$ cat src/design/link_pkg.sv
// Shared types and constants for the scrambled word link.
package link_pkg;

    // ********************************************************************
    // Data types
    // ********************************************************************

    localparam int WORD_WIDTH = 32; // Width of one link word and of the LFSR.

    // One word of link data as it travels through the FIFOs and handshakes.
    typedef logic [WORD_WIDTH-1:0] word_t;

    // State of the keystream generator.
    typedef logic [WORD_WIDTH-1:0] lfsr_t;

    // ********************************************************************
    // Keystream constants
    // ********************************************************************

    // Galois feedback mask, applied when the bit shifted out is a one.
    localparam lfsr_t SCRAMBLE_POLY = 32'h8020_0003;

    // State after reset. It must be non-zero or the LFSR locks up.
    localparam lfsr_t SCRAMBLE_SEED = 32'hace1_0001;

    // ********************************************************************
    // Default buffer sizes
    // ********************************************************************

    localparam int IN_DEPTH_DEFAULT  = 8; // Entries in the input FIFO.
    localparam int OUT_DEPTH_DEFAULT = 4; // Entries in the output FIFO.

endpackage : link_pkg

$ cat src/design/synchronous_buffer.sv
`ifndef SYNCHRONOUS_BUFFER_SV
`define SYNCHRONOUS_BUFFER_SV

`timescale 1ns/10ps

module synchronous_buffer #(
    parameter int BUFFER_DEPTH           = 8,  // Entries, a power of two, at least 2.
    parameter int DATA_WIDTH             = 32, // Bits per entry.
    parameter int FIRST_WORD_FALL_TROUGH = 0   // 1 shows the head entry without a read delay.
) (
    input  logic                  clk_i,
    input  logic                  rst_n_i,
    input  logic                  write_i,      // Push one entry, only while not full.
    input  logic                  read_i,       // Pop one entry, only while not empty.
    input  logic [DATA_WIDTH-1:0] write_data_i,
    output logic [DATA_WIDTH-1:0] read_data_o,
    output logic                  empty_o,
    output logic                  full_o
);

    localparam int PTR_W = $clog2(BUFFER_DEPTH); // Pointers wrap naturally at the depth.

    // Push and pull codes for the {write_i, read_i} pair.
    localparam logic [1:0] OP_PULL = 2'b01;
    localparam logic [1:0] OP_PUSH = 2'b10;

    logic [DATA_WIDTH-1:0] mem [BUFFER_DEPTH];
    logic [PTR_W-1:0]      wr_ptr;
    logic [PTR_W-1:0]      rd_ptr;
    logic [PTR_W-1:0]      wr_ptr_next; // Write pointer after one push.
    logic [PTR_W-1:0]      rd_ptr_next; // Read pointer after one pop.

    // The pointer arithmetic only works for a power-of-two depth.
    if (BUFFER_DEPTH < 2 || (BUFFER_DEPTH & (BUFFER_DEPTH - 1)) != 0) begin : g_depth_check
        $error("synchronous_buffer: BUFFER_DEPTH must be a power of two and at least 2.");
    end

    // ********************************************************************
    // Storage
    // ********************************************************************

    always_ff @(posedge clk_i) begin
        if (write_i) begin
            mem[wr_ptr] <= write_data_i; // Store at the tail.
        end
    end

    if (FIRST_WORD_FALL_TROUGH == 0) begin : g_registered_read
        // The popped entry appears on the cycle after the read pulse.
        always_ff @(posedge clk_i) begin
            if (read_i) begin
                read_data_o <= mem[rd_ptr];
            end
        end
    end else begin : g_fall_through_read
        assign read_data_o = mem[rd_ptr]; // Head entry is always visible.
    end

    // ********************************************************************
    // Pointers and status flags
    // ********************************************************************

    assign wr_ptr_next = wr_ptr + 1'b1;
    assign rd_ptr_next = rd_ptr + 1'b1;

    always_ff @(posedge clk_i) begin
        if (!rst_n_i) begin
            wr_ptr  <= '0;
            rd_ptr  <= '0;
            empty_o <= 1'b1;
            full_o  <= 1'b0;
        end else begin
            if (write_i) wr_ptr <= wr_ptr_next;
            if (read_i)  rd_ptr <= rd_ptr_next;
            // A simultaneous push and pop leaves the fill level, and so both flags, unchanged.
            case ({write_i, read_i})
                OP_PULL: begin
                    full_o  <= 1'b0;
                    empty_o <= (rd_ptr_next == wr_ptr); // Last entry just left.
                end
                OP_PUSH: begin
                    empty_o <= 1'b0;
                    full_o  <= (wr_ptr_next == rd_ptr); // Tail caught up with the head.
                end
                default: ;
            endcase
        end
    end

    // Writers and readers must respect the flags, otherwise entries are lost or repeated.
    a_no_overflow: assert property (@(posedge clk_i) disable iff (!rst_n_i)
        write_i |-> !full_o) else $error("FIFO written while full.");
    a_no_underflow: assert property (@(posedge clk_i) disable iff (!rst_n_i)
        read_i |-> !empty_o) else $error("FIFO read while empty.");

endmodule : synchronous_buffer

`endif

$ cat src/design/handshake_receiver.sv
`timescale 1ns/10ps

// Four-phase sink on the producer side of the link.
module handshake_receiver (
    input  logic           clk_i,
    input  logic           rst_n_i,
    input  logic           in_req_i,     // Producer request, data valid while high.
    input  link_pkg::word_t in_data_i,
    input  logic           fifo_full_i,  // Input FIFO cannot take a word.
    output logic           in_ack_o,     // Acknowledge back to the producer.
    output logic           fifo_write_o, // One-cycle push into the input FIFO.
    output link_pkg::word_t fifo_data_o
);

    typedef enum logic [1:0] {
        RX_IDLE,    // Ack low, waiting for a request.
        RX_ACK,     // Ack high, waiting for the request to drop.
        RX_RELEASE  // Ack has just fallen; one recovery cycle.
    } rx_state_t;

    rx_state_t state_q;
    rx_state_t state_d;

    // ********************************************************************
    // Handshake FSM
    // ********************************************************************

    always_comb begin
        state_d      = state_q;
        fifo_write_o = 1'b0;
        case (state_q)
            RX_IDLE: begin
                // A full FIFO holds the request off with no ack and no write.
                if (in_req_i && !fifo_full_i) begin
                    fifo_write_o = 1'b1; // Capture on the first cycle the request is seen.
                    state_d      = RX_ACK;
                end
            end
            RX_ACK: begin
                if (!in_req_i) state_d = RX_RELEASE; // Producer finished phase 3.
            end
            RX_RELEASE: state_d = RX_IDLE;
            default:    state_d = RX_IDLE;
        endcase
    end

    always_ff @(posedge clk_i) begin
        if (!rst_n_i) begin
            state_q <= RX_IDLE;
        end else begin
            state_q <= state_d;
        end
    end

    // Ack follows the state register, so it rises the cycle after the write
    // and falls the cycle after the request is seen low.
    assign in_ack_o    = (state_q == RX_ACK);
    assign fifo_data_o = in_data_i; // Data is stable for the whole request.

    // Back-pressure must reach the write strobe.
    a_no_write_when_full: assert property (@(posedge clk_i) disable iff (!rst_n_i)
        fifo_write_o |-> !fifo_full_i) else $error("Receiver wrote into a full FIFO.");

endmodule : handshake_receiver

$ cat src/design/word_scrambler.sv
`timescale 1ns/10ps

// Moves one word at a time from the input FIFO to the output FIFO and
// XORs it with a Galois LFSR keystream.
module word_scrambler (
    input  logic           clk_i,
    input  logic           rst_n_i,
    input  logic           src_empty_i, // Input FIFO has nothing to pop.
    input  link_pkg::word_t src_data_i,  // Registered read data of the input FIFO.
    input  logic           dst_full_i,  // Output FIFO cannot take a word.
    output logic           src_read_o,  // One-cycle pop from the input FIFO.
    output logic           dst_write_o, // One-cycle push into the output FIFO.
    output link_pkg::word_t dst_data_o   // Scrambled word held for the push.
);

    import link_pkg::*;

    typedef enum logic [1:0] {
        SC_POP,     // Issue a pop as soon as a word is waiting.
        SC_CAPTURE, // Read data is valid this cycle.
        SC_PUSH     // Hold the scrambled word until the output FIFO has room.
    } sc_state_t;

    sc_state_t state_q;
    sc_state_t state_d;
    lfsr_t     lfsr_q;  // Current keystream word.

    // One Galois step. Shift right and fold the polynomial in when a one falls out.
    function automatic lfsr_t lfsr_step(input lfsr_t state);
        lfsr_t shifted;
        shifted = state >> 1;
        return state[0] ? (shifted ^ SCRAMBLE_POLY) : shifted;
    endfunction

    // ********************************************************************
    // Transfer FSM
    // ********************************************************************

    always_comb begin
        state_d     = state_q;
        src_read_o  = 1'b0;
        dst_write_o = 1'b0;
        case (state_q)
            SC_POP: begin
                if (!src_empty_i) begin
                    src_read_o = 1'b1;
                    state_d    = SC_CAPTURE; // Data arrives one cycle later.
                end
            end
            SC_CAPTURE: state_d = SC_PUSH;
            SC_PUSH: begin
                if (!dst_full_i) begin
                    dst_write_o = 1'b1;
                    state_d     = SC_POP;
                end
            end
            default: state_d = SC_POP;
        endcase
    end

    always_ff @(posedge clk_i) begin
        if (!rst_n_i) begin
            state_q <= SC_POP;
            lfsr_q  <= SCRAMBLE_SEED;
        end else begin
            state_q <= state_d;
            if (state_q == SC_CAPTURE) begin
                lfsr_q <= lfsr_step(lfsr_q); // Exactly one step per word.
            end
        end
    end

    // Payload register for the word in flight.
    always_ff @(posedge clk_i) begin
        if (state_q == SC_CAPTURE) begin
            dst_data_o <= src_data_i ^ lfsr_q;
        end
    end

    // A zero state would never leave zero and the keystream would vanish.
    a_lfsr_nonzero: assert property (@(posedge clk_i) disable iff (!rst_n_i)
        lfsr_q != '0) else $error("LFSR reached the all-zero state.");

endmodule : word_scrambler

$ cat src/design/handshake_transmitter.sv
`timescale 1ns/10ps

// Four-phase source on the consumer side of the link.
module handshake_transmitter (
    input  logic           clk_i,
    input  logic           rst_n_i,
    input  logic           fifo_empty_i, // Output FIFO has nothing to pop.
    input  link_pkg::word_t fifo_data_i,  // Registered read data of the output FIFO.
    input  logic           out_ack_i,    // Consumer acknowledge.
    output logic           fifo_read_o,  // One-cycle pop from the output FIFO.
    output logic           out_req_o,    // Request towards the consumer.
    output link_pkg::word_t out_data_o
);

    typedef enum logic [1:0] {
        TX_IDLE,     // Pop the next word when one is available.
        TX_LOAD,     // Popped word is on the FIFO read port.
        TX_REQ,      // Request high, waiting for the ack.
        TX_WAIT_LOW  // Request dropped, waiting for the ack to fall.
    } tx_state_t;

    tx_state_t state_q;
    tx_state_t state_d;

    // ********************************************************************
    // Handshake FSM
    // ********************************************************************

    always_comb begin
        state_d     = state_q;
        fifo_read_o = 1'b0;
        case (state_q)
            TX_IDLE: begin
                if (!fifo_empty_i) begin
                    fifo_read_o = 1'b1;
                    state_d     = TX_LOAD;
                end
            end
            TX_LOAD:     state_d = TX_REQ;
            TX_REQ:      if (out_ack_i)  state_d = TX_WAIT_LOW; // Phase 2 seen.
            TX_WAIT_LOW: if (!out_ack_i) state_d = TX_IDLE;     // Phase 4 seen.
            default:     state_d = TX_IDLE;
        endcase
    end

    always_ff @(posedge clk_i) begin
        if (!rst_n_i) begin
            state_q <= TX_IDLE;
        end else begin
            state_q <= state_d;
        end
    end

    // The word is latched as the request goes up and stays put until the next load.
    always_ff @(posedge clk_i) begin
        if (state_q == TX_LOAD) begin
            out_data_o <= fifo_data_i;
        end
    end

    assign out_req_o = (state_q == TX_REQ); // Falls the cycle after the ack is seen.

    // Data must not move under a raised request.
    a_data_stable: assert property (@(posedge clk_i) disable iff (!rst_n_i)
        out_req_o && $past(out_req_o) |-> $stable(out_data_o))
        else $error("out_data_o changed while out_req_o was high.");
    // A new request waits for the previous ack to fall.
    a_req_after_ack_low: assert property (@(posedge clk_i) disable iff (!rst_n_i)
        $rose(out_req_o) |-> !$past(out_ack_i))
        else $error("out_req_o rose while out_ack_i was still high.");

endmodule : handshake_transmitter

$ cat src/design/scrambler_link_top.sv
`timescale 1ns/10ps

// Scrambled word link: receiver, input FIFO, scrambler, output FIFO, transmitter.
module scrambler_link_top #(
    parameter int IN_DEPTH  = link_pkg::IN_DEPTH_DEFAULT,  // Input FIFO entries.
    parameter int OUT_DEPTH = link_pkg::OUT_DEPTH_DEFAULT  // Output FIFO entries.
) (
    input  logic           clk_i,
    input  logic           rst_n_i,
    input  logic           in_req_i,
    input  link_pkg::word_t in_data_i,
    output logic           in_ack_o,
    output logic           out_req_o,
    output link_pkg::word_t out_data_o,
    input  logic           out_ack_i
);

    import link_pkg::*;

    // Input FIFO wiring.
    logic  in_fifo_write;
    logic  in_fifo_read;
    logic  in_fifo_full;
    logic  in_fifo_empty;
    word_t in_fifo_wdata;
    word_t in_fifo_rdata;

    // Output FIFO wiring.
    logic  out_fifo_write;
    logic  out_fifo_read;
    logic  out_fifo_full;
    logic  out_fifo_empty;
    word_t out_fifo_wdata;
    word_t out_fifo_rdata;

    // ********************************************************************
    // Input side
    // ********************************************************************

    handshake_receiver i_receiver (
        .clk_i, .rst_n_i, .in_req_i, .in_data_i,
        .fifo_full_i  (in_fifo_full),
        .in_ack_o,
        .fifo_write_o (in_fifo_write),
        .fifo_data_o  (in_fifo_wdata)
    );

    synchronous_buffer #(
        .BUFFER_DEPTH (IN_DEPTH), .DATA_WIDTH ($bits(word_t)), .FIRST_WORD_FALL_TROUGH (0)
    ) i_in_fifo (
        .clk_i, .rst_n_i,
        .write_i (in_fifo_write), .read_i (in_fifo_read),
        .write_data_i (in_fifo_wdata), .read_data_o (in_fifo_rdata),
        .empty_o (in_fifo_empty), .full_o (in_fifo_full)
    );

    // ********************************************************************
    // Processing and output side
    // ********************************************************************

    word_scrambler i_scrambler (
        .clk_i, .rst_n_i,
        .src_empty_i (in_fifo_empty), .src_data_i (in_fifo_rdata), .dst_full_i (out_fifo_full),
        .src_read_o (in_fifo_read), .dst_write_o (out_fifo_write), .dst_data_o (out_fifo_wdata)
    );

    synchronous_buffer #(
        .BUFFER_DEPTH (OUT_DEPTH), .DATA_WIDTH ($bits(word_t)), .FIRST_WORD_FALL_TROUGH (0)
    ) i_out_fifo (
        .clk_i, .rst_n_i,
        .write_i (out_fifo_write), .read_i (out_fifo_read),
        .write_data_i (out_fifo_wdata), .read_data_o (out_fifo_rdata),
        .empty_o (out_fifo_empty), .full_o (out_fifo_full)
    );

    handshake_transmitter i_transmitter (
        .clk_i, .rst_n_i,
        .fifo_empty_i (out_fifo_empty), .fifo_data_i (out_fifo_rdata), .out_ack_i,
        .fifo_read_o (out_fifo_read), .out_req_o, .out_data_o
    );

endmodule : scrambler_link_top

$ cat config.mk
export PLATFORM = sky130hd
export DESIGN_NAME = scrambler_link_top
export DESIGN_NICKNAME = d
export VERILOG_FILES = /design/src/design/link_pkg.sv /design/src/design/synchronous_buffer.sv /design/src/design/handshake_receiver.sv /design/src/design/word_scrambler.sv /design/src/design/handshake_transmitter.sv /design/src/design/scrambler_link_top.sv
export SDC_FILE = /design/constraint.sdc
export NUM_CORES = 1
export LEC_CHECK = 0
export BUFFER_PORTS_ARGS = -buffer_cell sky130_fd_sc_hd__clkbuf_2
export CORE_MARGIN = 2
export CORE_UTILIZATION = 35
export DETAILED_ROUTE_END_ITERATION = 12
export GPL_ROUTABILITY_DRIVEN = 0
export PLACE_DENSITY = 0.46
export SLEW_MARGIN = 10
export SYNTH_ARGS = -nofsm -noshare
export SYNTH_HDL_FRONTEND = slang
export SYNTH_HIERARCHICAL = 1
export SYNTH_SLANG_ARGS = --single-unit
$ cat constraint.sdc
create_clock -name clk_i -period 6.05 [get_ports clk_i]
set_input_delay 0.9075 -clock clk_i [delete_from_list [all_inputs] [get_ports clk_i]]
set_output_delay 0.9075 -clock clk_i [all_outputs]
set_load 0.005 [all_outputs]
==> flow_summary.ini <==
[setup_path]
path_depth = 3
ff2ff_setup_slack_ns = 3.39
slowest_delay_ns = 0.87
path_class = reg -> reg
reg2reg_from = i_in_fifo/rd_ptr[0]$_SDFFE_PN0P_
reg2reg_depth = 3
crit_start = i_in_fifo/rd_ptr[0]$_SDFFE_PN0P_
slowest_stage = dfxtp_4
critical_path.top_delay_family = multiplexers
critPathBufInv = 1
end_kind = register
critPathLaunchType = register
rr_endpoint = i_in_fifo/read_data_o[20]$_DFFE_PP_
crit_path_max_fanout = 39
critPathArrivalTime_ns = 3.01
cp_cell_sequence = buf_4, mux4_1, mux2_2
crit_required_ns = 6.41
endpoint = i_in_fifo/read_data_o[20]$_DFFE_PP_

[sta]
fin_ws_ns = 3.39
rsz0062_at_grt = no
worst_slew_pin_slew_ns = 1.21
finalHoldViolations = 0
period_share = 0.439
skew_ns = 0.00876
timing.slew.headroom = 0.189
fmax_mhz = 376
min_period_ns = 2.66
drv_slew = 0
fin_hold_ws_ns = 0.417
tns_ns = 0
setup_violations = 0

[cells_and_area]
final_cells = 1909
multi_input_area_um2 = 4200
final-seq-area_um2 = 16400
nets = 1125
stdcell_area_um2 = 24000
drive_gt1_frac = 0.279
synthToLayoutAreaGrowth_pct = 13.4
n_fill_cell = 5354
postLayoutCoreUtil = 0.399

[clock_network]
clockBufferDepth = 3
clock_latency_ns = 0.60
postCtsSetupRepairBufs = 0
cts-resized-gates = 0
clkTransAtPathRegs_ns = 0.06
h-tree-depth = 2
cts_hold_buf = 0
clock-sinks = 564
cts_root_buffer = clkbuf_16
cts_tree = yes
cts_buffers = 59

[grt]
grt_use_total = 0.119
grt_max_degree = 67
antenna_found_initial = 5
grt.overflow.total = 0
grt_pass1_wl_um = 56600
grt_pass1_vias = 9312

[detailed_routing]
wl_per_cell_um = 19.1
drc = 0
antenna_left = 0
drtIter0Drc = 495
dr.pass1.iters = 6
wl_um = 36500
viasPerCell = 4.61
vias = 8791

[floorplan]
fp.dieW_um = 250
initial_core_util = 0.352
ioPinCount = 70
core-area_um2 = 60000
die_area_um2 = 62400
std_cell_rows = 90
fp.dieH_um = 250

[synth]
syn_area_per_cell_um2 = 21.2
synth-async-reset-ratio = 0
synth_area_um2 = 21100
ys.flop_type = edfxtp_1
ys_top_cells_by_area = edfxtp_1 (73%), mux4_2 (8.5%), dfxtp_1 (4.9%)
ys_types = 47
synth_top_area_frac = 0.727
ys_ff_latch = 564
yosys_warnings = 6
synthCells = 995
synth-edff-count = 512
yosysTopAreaCell = edfxtp_1
synth_nets = 1044
seq_area_frac_synth = 0.777

[placed_design]
dpl.hpwl_um = 19800
place_worst_setup_slack_ns = 2.91
place_area_um2 = 22100
portBuffers = 69
dp.cells = 1796

[power]
power_density_nw_per_um2 = 401
p_leak_nw = 7.69
power.total_mw = 9.61
peakVddDrop_v = 0.000221

[hold_path]
hp-start = i_out_fifo/read_data_o[9]$_DFFE_PP_
hold_class = reg -> reg

[run_status]
status = complete, no violations

[job]
maxCapViolations = 0
==> cell families after synthesis <==
kind of cell | synth area share
mux | 0.125
compound gates | 0.0167
fa+ha+maj | 0.00770
flops | 0.777
xor+xnor | 0.0203
buf+inv | 0.0274
simple gates | 0.0266
==> power by group <==
part           total (mW)  internal [mW]  switching, mW
Clock                3.39           1.96           1.43
Combinational        1.21          0.612          0.594
Sequential           5.01           4.76          0.257
Total                9.61           7.33           2.28
==> cell usage in the layout, fill, tap and decap left out, types with 6 or more instances in the layout <==
| cell | n |
|---|---|
| xnor2_1 | 10 |
| nand3_1 | 10 |
| nor2_4 | 6 |
| clkbuf_2 | 69 |
| clkbuf_16 | 61 |
| buf_4 | 20 |
| mux2_2 | 32 |
| a21boi_2 | 20 |
| edfxtp_1 | 512 |
| xor2_1 | 39 |
| nand2_1 | 66 |
| clkinv_2 | 7 |
| clkinv_1 | 20 |
| mux4_2 | 80 |
| ha_1 | 13 |
| dfxtp_1 | 49 |
| clkbuf_1 | 16 |
| mux4_1 | 16 |
| and2_1 | 12 |
| inv_1 | 8 |
==> synthesized netlist by cell type (9+ instances only) <==
| master | count |
|---|---|
| ha_1 | 13 |
| mux4_1 | 16 |
| dfxtp_1 | 52 |
| edfxtp_1 | 512 |
| nor2_1 | 9 |
| buf_4 | 34 |
| and2_1 | 12 |
| nand2_1 | 66 |
| a21boi_2 | 20 |
| buf_2 | 11 |
| clkbuf_1 | 11 |
| xnor2_1 | 10 |
| mux4_2 | 80 |
| xor2_1 | 39 |
| mux2_2 | 32 |
| buf_6 | 10 |
| nand3_1 | 10 |
==> metal layers <==
layer / global-route usage / wire length [um] / vias up
li1: - / - / 4075
met1: 0.159 / 16900 / 4503
met2: 0.191 / 17100 / 140
met3: 0.0301 / 1640 / 65
met4: 0.0406 / 806 / 8
met5: 0 / 58 / -
==> state kept, by name, summed over array words and instances (netlist names) <==
register,cells
i_out_fifo/rd_ptr,2
i_scrambler/dst_data_o,32
i_out_fifo/mem,128
i_scrambler/lfsr_q,32
i_in_fifo/rd_ptr,3
i_in_fifo/read_data_o,32
i_out_fifo/empty_o,1
i_in_fifo/empty_o,1
i_out_fifo/wr_ptr,2
i_in_fifo/mem,256
i_transmitter/state_q,2
i_scrambler/state_q,2
i_in_fifo/full_o,1
i_out_fifo/read_data_o,32
i_in_fifo/wr_ptr,3
i_out_fifo/full_o,1
i_transmitter/out_data_o,32
i_receiver/state_q,2
==> area by class of cell <==
class	count	share of cell area
clock buffer	77	0.0662
clock inverter	34	0.00965
inverter	9	0.00162
timing repair buffer	90	0.0215
multi-input combinational	352	0.175
sequential	564	0.685
antenna	1	0.000104
tap	782	0.0408
==> worst min-delay path by stage <==
stage | endpoint | slack [ns] | depth (start not counted)
6_report | i_transmitter/out_data_o[9]$_DFFE_PN_ | 0.42 | 0
2_1_floorplan | i_transmitter/out_data_o[0]$_DFFE_PN_ | 0.40 | 0
4_1_cts | i_transmitter/out_data_o[9]$_DFFE_PN_ | 0.42 | 0
3_3_place_gp | i_transmitter/out_data_o[6]$_DFFE_PN_ | 0.40 | 0
5_1_grt | i_transmitter/out_data_o[9]$_DFFE_PN_ | 0.42 | 0
3_5_place_dp | i_transmitter/out_data_o[24]$_DFFE_PN_ | 0.40 | 0
Note: power is estimated with default switching activity, not from simulation.
